`config.mk`:
```
export PLATFORM = sky130hd
export DESIGN_NAME = l1ControllerTop
export DESIGN_NICKNAME = d
export VERILOG_FILES = /design/src/hw/cacheGeomPkg.sv /design/src/hw/cacheCtrlPkg.sv /design/src/hw/tagStore.sv /design/src/hw/flushSweeper.sv /design/src/hw/l1Controller.sv /design/src/hw/l1ControllerTop.sv
export SDC_FILE = /design/constraint.sdc
export NUM_CORES = 2
export LEC_CHECK = 0
export ABC_AREA = 0
export BUFFER_PORTS_ARGS = -buffer_cell sky130_fd_sc_hd__buf_4
export CORE_ASPECT_RATIO = 0.8
export CORE_MARGIN = 4
export CORE_UTILIZATION = 50
export CTS_CLUSTER_SIZE = 28
export DETAILED_ROUTE_END_ITERATION = 6
export PLACE_DENSITY_LB_ADDON = 0.12
export RECOVER_POWER = 100
export SLEW_MARGIN = 40
export SYNTH_ARGS = -nofsm -noshare
export SYNTH_HDL_FRONTEND = slang
export SYNTH_HIERARCHICAL = 1
export SYNTH_SLANG_ARGS = --single-unit
```
`constraint.sdc`:
```
create_clock -name clk -period 6.65 [get_ports clk]
set_clock_uncertainty 0.2 [all_clocks]
set_input_delay 0.3325 -clock clk [delete_from_list [all_inputs] [get_ports clk]]
set_output_delay 0.3325 -clock clk [all_outputs]
set_load 0.02 [all_outputs]
```
`src/hw/cacheGeomPkg.sv`:
```
`default_nettype none

// address geometry of the direct-mapped L1
// 52-bit tag, 6-bit index, offset handled outside the controller
package cacheGeomPkg;

    // upper address bits kept per line
    localparam int tagWidth = 52;

    // line select bits
    localparam int indexWidth = 6;

    // one tag and one valid bit per line
    localparam int numLines = 2 ** indexWidth;

    typedef logic [tagWidth-1:0] lineTag_t;

    typedef logic [indexWidth-1:0] lineIndex_t;

endpackage

`default_nettype wire

```
`src/hw/cacheCtrlPkg.sv`:
```
`default_nettype none

package cacheCtrlPkg;

    import cacheGeomPkg::*;

    // cpu side request, held until stall drops
    typedef struct packed {
        logic       read;
        logic       write;
        lineTag_t   tag;
        lineIndex_t index;
    } cacheReq_t;

    typedef enum logic [2:0] {
        idle,
        refill,
        update,
        writeThrough,
        flush
    } ctrlState_t;

    // controller outputs, unpacked to pins at the top
    typedef struct packed {
        logic stall;
        logic refill;
        logic update;
        logic readL2;
        logic writeL2;
    } ctrlStatus_t;

endpackage

`default_nettype wire

```
`src/hw/tagStore.sv`:
```
`timescale 1ns/1ps
`default_nettype none

module tagStore
    import cacheGeomPkg::*;
    import cacheCtrlPkg::*;
(
    input  logic       clk,
    input  logic       rstN,
    input  cacheReq_t  req,
    input  logic       tagWrite,
    input  logic       sweepClear,
    input  lineIndex_t sweepIndex,
    output logic       hit
);

    lineTag_t tagMem [numLines];
    logic [numLines-1:0] valid;

    lineTag_t storedTag;
    logic storedValid;

    // tags only mean something behind a set valid bit
    always_ff @(posedge clk)
    begin
        if (tagWrite)
        begin
            tagMem[req.index] <= req.tag;
        end
    end

    // all lines invalid after reset
    always_ff @(posedge clk)
    begin
        if (!rstN)
        begin
            valid <= '0;
        end
        else if (tagWrite)
        begin
            valid[req.index] <= 1'b1;
        end
        else if (sweepClear)
        begin
            valid[sweepIndex] <= 1'b0;
        end
    end

    // lookup at the requested line
    always_comb
    begin
        storedTag   = tagMem[req.index];
        storedValid = valid[req.index];
    end

    assign hit = storedValid && (storedTag == req.tag);

endmodule

`default_nettype wire

```
`src/hw/flushSweeper.sv`:
```
`timescale 1ns/1ps
`default_nettype none

module flushSweeper
    import cacheGeomPkg::*;
(
    input  logic       clk,
    input  logic       rstN,
    input  logic       sweepStart,
    output lineIndex_t sweepIndex,
    output logic       sweepLast
);

    logic active;

    // one line per clock, starting from line 0
    always_ff @(posedge clk)
    begin
        if (!rstN)
        begin
            active     <= 1'b0;
            sweepIndex <= '0;
        end
        else if (sweepStart)
        begin
            active     <= 1'b1;
            sweepIndex <= '0;
        end
        else if (active)
        begin
            if (sweepLast)
            begin
                active <= 1'b0;
            end
            else
            begin
                sweepIndex <= sweepIndex + 1'b1;
            end
        end
    end

    // stops after the last line
    assign sweepLast = active && (sweepIndex == lineIndex_t'(numLines - 1));

endmodule

`default_nettype wire

```
`src/hw/l1Controller.sv`:
```
`timescale 1ns/1ps
`default_nettype none

module l1Controller
    import cacheCtrlPkg::*;
(
    input  logic        clk,
    input  logic        rstN,
    input  cacheReq_t   req,
    input  logic        hit,
    input  logic        readyL2,
    input  logic        flush,
    input  logic        sweepLast,
    output ctrlStatus_t status,
    output logic        tagWrite,
    output logic        sweepStart,
    output logic        sweepClear
);

    ctrlState_t state;
    ctrlState_t nextState;

    // set for the idle cycle right after a write-through,
    // so the pending write completes instead of starting again
    logic writeDone;

    always_ff @(posedge clk)
    begin
        if (!rstN)
        begin
            state     <= idle;
            writeDone <= 1'b0;
        end
        else
        begin
            state     <= nextState;
            writeDone <= (state == writeThrough) && readyL2;
        end
    end

    always_comb
    begin
        nextState  = state;
        status     = '0;
        tagWrite   = 1'b0;
        sweepStart = 1'b0;
        sweepClear = 1'b0;

        case (state)
            idle:
            begin
                // flush only arrives with no request pending
                if (flush)
                begin
                    sweepStart = 1'b1;
                    nextState  = cacheCtrlPkg::flush;
                end
                else if (req.read && !hit)
                begin
                    status.stall = 1'b1;
                    nextState    = refill;
                end
                else if (req.write && !writeDone)
                begin
                    status.stall = 1'b1;
                    nextState    = writeThrough;
                end
            end

            refill:
            begin
                status.stall  = 1'b1;
                status.refill = 1'b1;
                status.readL2 = 1'b1;
                // line arrives, store the new tag
                if (readyL2)
                begin
                    tagWrite  = 1'b1;
                    nextState = update;
                end
            end

            update:
            begin
                status.stall  = 1'b1;
                status.update = 1'b1;
                nextState     = idle;
            end

            writeThrough:
            begin
                // no allocate, the tag store is left alone
                status.stall   = 1'b1;
                status.writeL2 = 1'b1;
                if (readyL2)
                begin
                    nextState = idle;
                end
            end

            cacheCtrlPkg::flush:
            begin
                status.stall = 1'b1;
                sweepClear   = 1'b1;
                if (sweepLast)
                begin
                    nextState = idle;
                end
            end

            default:
            begin
                nextState = idle;
            end
        endcase
    end

endmodule

`default_nettype wire

```
`src/hw/l1ControllerTop.sv`:
```
`timescale 1ns/1ps
`default_nettype none

module l1ControllerTop
    import cacheGeomPkg::*;
    import cacheCtrlPkg::*;
(
    input  logic                  clk,
    input  logic                  rstN,
    input  logic [tagWidth-1:0]   tag,
    input  logic [indexWidth-1:0] index,
    input  logic                  readReq,
    input  logic                  writeReq,
    input  logic                  readyL2,
    input  logic                  flush,
    output logic                  stall,
    output logic                  refill,
    output logic                  update,
    output logic                  readL2,
    output logic                  writeL2
);

    cacheReq_t   cpuReq;
    ctrlStatus_t status;

    logic       hit;
    logic       tagWrite;
    logic       sweepStart;
    logic       sweepClear;
    logic       sweepLast;
    lineIndex_t sweepIndex;

    assign cpuReq = '{read: readReq, write: writeReq, tag: tag, index: index};

    l1Controller ctrl_i (
        .clk        (clk),
        .rstN       (rstN),
        .req        (cpuReq),
        .hit        (hit),
        .readyL2    (readyL2),
        .flush      (flush),
        .sweepLast  (sweepLast),
        .status     (status),
        .tagWrite   (tagWrite),
        .sweepStart (sweepStart),
        .sweepClear (sweepClear)
    );

    tagStore tags_i (
        .clk        (clk),
        .rstN       (rstN),
        .req        (cpuReq),
        .tagWrite   (tagWrite),
        .sweepClear (sweepClear),
        .sweepIndex (sweepIndex),
        .hit        (hit)
    );

    flushSweeper sweep_i (
        .clk        (clk),
        .rstN       (rstN),
        .sweepStart (sweepStart),
        .sweepIndex (sweepIndex),
        .sweepLast  (sweepLast)
    );

    // status bundle out to the cpu and L2 pins
    assign stall   = status.stall;
    assign refill  = status.refill;
    assign update  = status.update;
    assign readL2  = status.readL2;
    assign writeL2 = status.writeL2;

endmodule

`default_nettype wire

```
After elaboration in Yosys (flattened, before gate mapping):

Memory sizes are Yosys's and may differ from the RTL's.
Index checks and enable logic that the tools add are counted.

* add/subtract/negate cells: 1
* order comparisons: 4
* equality and inequality tests: 10
* mux-type cells: 32
* bitwise logic cells: 5
* reductions and logical operators: 15

Operator list (number)
* $mux W64: 2
* $and A64 B64 Y64: 1
* $not A64 Y64: 1
* $or A64 B64 Y64: 1
* $eq A52 B52 Y1: 1
* $mux W1: 19
* $mux W3: 6
* $lt A6 B7 Y1 const B: 2
* $demux W1 S6: 2
* $ge A6 B1 Y1 const B: 2
* $pmux W3 S4: 1
* $logic_and A1 B1 Y1: 7
* $add A6 B1 Y6 const B: 1
* $bmux W1 S6: 1
* $eq A3 B2 Y1 const B: 2
* $eq A6 B6 Y1 const B: 1
* $ne A2 B2 Y1 const B: 2
* $ne A4 B2 Y1 const B: 1
* $reduce_and A4 Y1: 1
* $reduce_or A4 Y1: 1
* $eq A3 B1 Y1 const B: 1
* $eq A3 B3 Y1 const B: 1
* $logic_not A3 Y1: 1
* $logic_not A1 Y1: 2
* other kinds (6): 7

* flip-flop bits (word level): 75
* RAM bits: 3328
* input bits: 64
* output and inout port bits: 5
* memories: 1

Memory list
* tags_i.tagMem: words 64, width 52, rd ports 1, clocked after memory_dff 0, wr ports 1, line tagStore.sv:17 `lineTag_t tagMem [numLines];`

Depth between registers and ports, before layout:

* depth after elaboration: 8
* mapped depth: 20
* mapped depth without buffers: 14

By module:

The synthesis kept the hierarchy.

By module, submodules not included
* tagStore: instances 1, cells each 6803, area an instance 130052.2 µm²
* flushSweeper: instances 1, cells each 35, area an instance 342.8 µm²
* l1Controller: instances 1, cells each 36, area an instance 282.8 µm²

Least setup slack after synthesis:

Ideal clock, no wire load.

* path type: input to register
* from: input index[0]
* to: register tags_i.valid[12]
* arrival time: 4.803 ns
* required time: 6.382 ns
* path slack: 1.579 ns
* cell stages on the path: 9
* cell sequence: buf_6 -> buf_6 -> nor3b_1 -> clkbuf_1 -> clkbuf_1 -> clkbuf_1 -> nand2_1 -> nor2_1 -> o221a_2

* cells in the longest elaborated chain, start to end: 6
* elaborated cells between the ends (all ways): 7
* those cells by class: 2 x order compare; 3 x mux; 1 x bitwise; 1 x reduce/logical

Ends and longest elaborated chain
* start, declared: line l1ControllerTop.sv:11 `input logic [indexWidth-1:0] index,`
* $lt A6 B7 Y1 (implied by the code) / $ge A6 B1 Y1 (equally long branches): line tagStore.sv:41 `valid[req.index] <= 1'b1;`
* $logic_and A1 B1 Y1 (implied by the code): line tagStore.sv:41
* $mux W1 (implied by the code): line tagStore.sv:41
* $demux W1 S6 *
* $or A64 B64 Y64 (no source line) *
* $mux W64 *: line tagStore.sv:39 `else if (tagWrite)`
* end signal, assigned: line tagStore.sv:37 `valid <= '0;`
* end signal, assigned by index: line tagStore.sv:41
* end signal, assigned by index: line tagStore.sv:45 `valid[sweepIndex] <= 1'b0;`
* end, declared: line tagStore.sv:18 `logic [numLines-1:0] valid;`

Mark *: on every way between the ends. The rest lies on a longest branch, timed or not.
A chain may end at the register's enable or synchronous reset.

Worst setup path in the final report:

* from: register ctrl_i.state[0]
* to: register tags_i.valid[46]

* cells in the longest elaborated chain, start to end: 3
* elaborated cells between the ends (all ways): 6
* those cells by class: 2 x eq/ne; 3 x mux; 1 x reduce/logical

Ends and longest elaborated chain
* start, declared: line l1Controller.sv:20 `ctrlState_t state;`
* start signal, assigned: line l1Controller.sv:31 `state <= idle;`
* start signal, assigned: line l1Controller.sv:36 `state <= nextState;`
* $eq A3 B1 Y1 *: line l1Controller.sv:49 `case (state)`
* $mux W1 *: line l1Controller.sv:49
* named net tagWrite: line l1ControllerTop.sv:27 `logic tagWrite;`
* $mux W64 / $reduce_bool A2 Y1 (equally long branches)

Mark *: on every way through the listed nets, which the timed path passes. The rest lies on a longest branch.

==> impl_metrics.json <==
{
  "status": "finished, violations left",
  "violations": "DRC, capacitance limit, slew limit, setup timing",
  "overflow": 0,
  "initial_core_util": 0.5035,
  "ys_seq_area_frac": 0.7762,
  "pwr_density_cell_mw_per_mm2": 301.0,
  "die_h_um": 465.3,
  "syn-num-nets": 6939,
  "worst_pin_slew_ns": 3.862,
  "cts_setup_buffers": 0,
  "peakVddDrop_mv": 0.2467,
  "yosys-top-cells-count": "edfxtp_1 (3,328), mux2i_1 (366), a22oi_1 (362), mux4_2 (302), a21oi_1 (259)",
  "io_buffers": 68,
  "dp_hpwl_um": 263300,
  "dp_cells": 10337,
  "numCtsBuffers": 336,
  "ys_ff_latch": 3403,
  "avgSynthCellArea_um2": 19.01,
  "vias_per_cell": 7.185,
  "nNetsFinal": 7336,
  "grt_pass1_vias": 73122,
  "synth_warnings": 6,
  "post-route-period-util": 1.027,
  "setup_slack_ns": -0.1805,
  "yosysTopAreaCell": "edfxtp_1",
  "antenna_found_initial": 32,
  "dieArea_mm2": 0.2697,
  "power_mw": 44.42,
  "h-tree-depth": 5,
  "cts-root-buf": "clkbuf_16",
  "grt_use_total": 0.3537,
  "slew_violations": 5088,
  "cp-end-kind": "flip-flop",
  "nFillCells": 19674,
  "maxCapViolCount": 161,
  "wire_per_inst_um": 44.04,
  "path_clk_slew_ns": 0.06,
  "clockBufferDepth": 4,
  "die_w_um": 579.6,
  "cts_sinks": 3403,
  "wirelength_um": 485500,
  "finalHoldViolCount": 0,
  "ioPinCount": 69,
  "whs_ns": 0.1514,
  "synthCells": 6874,
  "vias": 79206,
  "synth_flop_cell": "edfxtp_1",
  "ys_top_cells_by_area": "edfxtp_1 (76%), mux4_2 (5.2%), mux2i_1 (2.8%)",
  "grt_max_degree": 77,
  "clk_latency_ns": 0.91,
  "synth_area_mm2": 0.1307,
  "rsz0062_at_grt": "false",
  "core_area_mm2": 0.2595,
  "hold_class": "in2reg",
  "crit_required_ns": 7.27,
  "min_period_ns": 6.831,
  "synth_cell_types": 92,
  "setup_viol_count_final": 146,
  "fmax_mhz": 146.4,
  "power.leakage_nw": 46.58,
  "gp_congestion": 0.8653,
  "synth.most_common_cell": "edfxtp_1",
  "netlist.area_leader.share": 0.7647,
  "path_class": "reg2reg",
  "pre_cts_slack_ns": -0.2173,
  "post-route-drc-count": 13,
  "drt_iter0_drc": 14301,
  "cts_tree": "yes",
  "fin_setup_tns_ns": -10.06,
  "relSlewSlack": -1.575,
  "cp.arrival_ns": 7.45,
  "ant_nets": 0,
  "grt_first_pass_wirelength_um": 647800,
  "drive_gt1_frac": 0.1855,
  "rows": 167,
  "final_cell_count_no_fill": 11024,
  "start_kind": "flip-flop",
  "first_pass_iters": 7,
  "ys_async_sr_fraction": 0,
  "synthToLayoutAreaGrowth_pct": 12.92,
  "critical_path.max_fanout": 26,
  "synth_edf_count": 3328
}
-- sequential cells by signal, indices dropped and copies added, names as in the netlist --
register	count
tags_i/valid	64
sweep_i/active	1
ctrl_i/state	3
sweep_i/sweepIndex	6
ctrl_i/writeDone	1
tags_i/tagMem	3328
-- cell usage in the layout, fill, tap and decap left out, drive strengths merged, types with 29 or more instances in the layout --
cell type / n
xor2: 32
edfxtp: 3328
clkbuf: 632
o2bb2ai: 34
a221oi: 170
mux4: 302
nand2: 162
nand3: 39
mux2: 159
a31oi: 40
o221a: 65
a21oi: 260
o21ai: 178
a221o: 64
a22o: 72
clkinv: 145
mux2i: 366
dfxtp: 75
dlygate4sd3: 58
nor2: 179
o22ai: 86
a211oi: 29
nand4: 29
nor4: 33
buf: 260
a22oi: 362
-- area by class of cell --
cell class / instances / area, um2 / share of cell area
diodes: 23 / 57.56 / 0.0003900
multi-input cells: 2995 / 27260 / 0.1848
repair buffers: 525 / 4069 / 0.02757
flip-flops and latches: 3403 / 101400 / 0.6874
well taps: 3464 / 4334 / 0.02937
clock buffers: 425 / 8986 / 0.06090
clock inverters: 179 / 1361 / 0.009225
inverters: 10 / 52.55 / 0.0003561
-- worst max-delay path, stage by stage, from the launching register on --
cell      delay [ns]
dfxtp_1         0.47
nand3b_1        0.16
nor2_1          1.21
nand2_1         0.80
nor2_1          1.79
clkbuf_2        1.60
o221a_2         0.39
-- where the power goes --
group / switching, mW / total, mW / internal (mW)
Combinational: 1.71 / 2.46 / 0.744
Sequential: 0.0122 / 23.6 / 23.6
Clock: 8.05 / 18.4 / 10.3
Total: 9.77 / 44.4 / 34.6
-- logic make-up (layout without fill, tap and decap cells) --
| kind of cell | count (synthesis) | after routing | synth area share |
|---|---|---|---|
| other | 0 | 23 | 0 |
| adder cells (fa/ha/maj) | 1 | 1 | 0.00009573 |
| buffers and inverters | 476 | 1139 | 0.01803 |
| AO/OA/AOI/OAI | 1524 | 1524 | 0.08568 |
| XOR/XNOR | 51 | 51 | 0.003418 |
| multiplexers | 827 | 827 | 0.09381 |
| AND/OR/NAND/NOR | 592 | 592 | 0.02272 |
| flip-flops | 3403 | 3403 | 0.7762 |
-- layer usage --
metal | GRT usage | share of wire
met3 | 0.1026 | 0.15
met2 | 0.5106 | 0.43
met1 | 0.5111 | 0.37
met5 | 0 | 0.00020
met4 | 0.1374 | 0.050
-- what timing repair did --
action | 4_1_cts | 5_1_grt
endpoints found under the setup margin | 1 | 1
pin swaps | 0 | 0
hold endpoints to repair | 3343 | 0
resized for setup | 1 | 4
hold buffers | 58 | 0
-- stage by stage --
step                      instance area, um2    util
after floorplan                       130700       -
after global placement                137600  0.5304
after detailed placement              138300  0.5329
after CTS                             149200  0.5750
after global routing                  147500  0.5684
final                                 147600  0.5686
-- worst paths after layout --
| kind | startpoint | endpoint | slack, ns | cells past startpoint |
|---|---|---|---|---|
| worst max register to register | ctrl_i/state[0]$_SDFFE_PN0P_ | tags_i/valid[46]$_SDFFE_PN0P_ | -0.18 | 6 |
| worst min-delay path | readyL2 | ctrl_i/writeDone$_SDFF_PN0_ | 0.15 | 4 |
| worst max-delay path | ctrl_i/state[0]$_SDFFE_PN0P_ | tags_i/valid[46]$_SDFFE_PN0P_ | -0.18 | 6 |
| worst min register to register | tags_i/valid[50]$_SDFFE_PN0P_ | tags_i/valid[50]$_SDFFE_PN0P_ | 0.34 | 1 |
(Power assumes the default switching activity.)
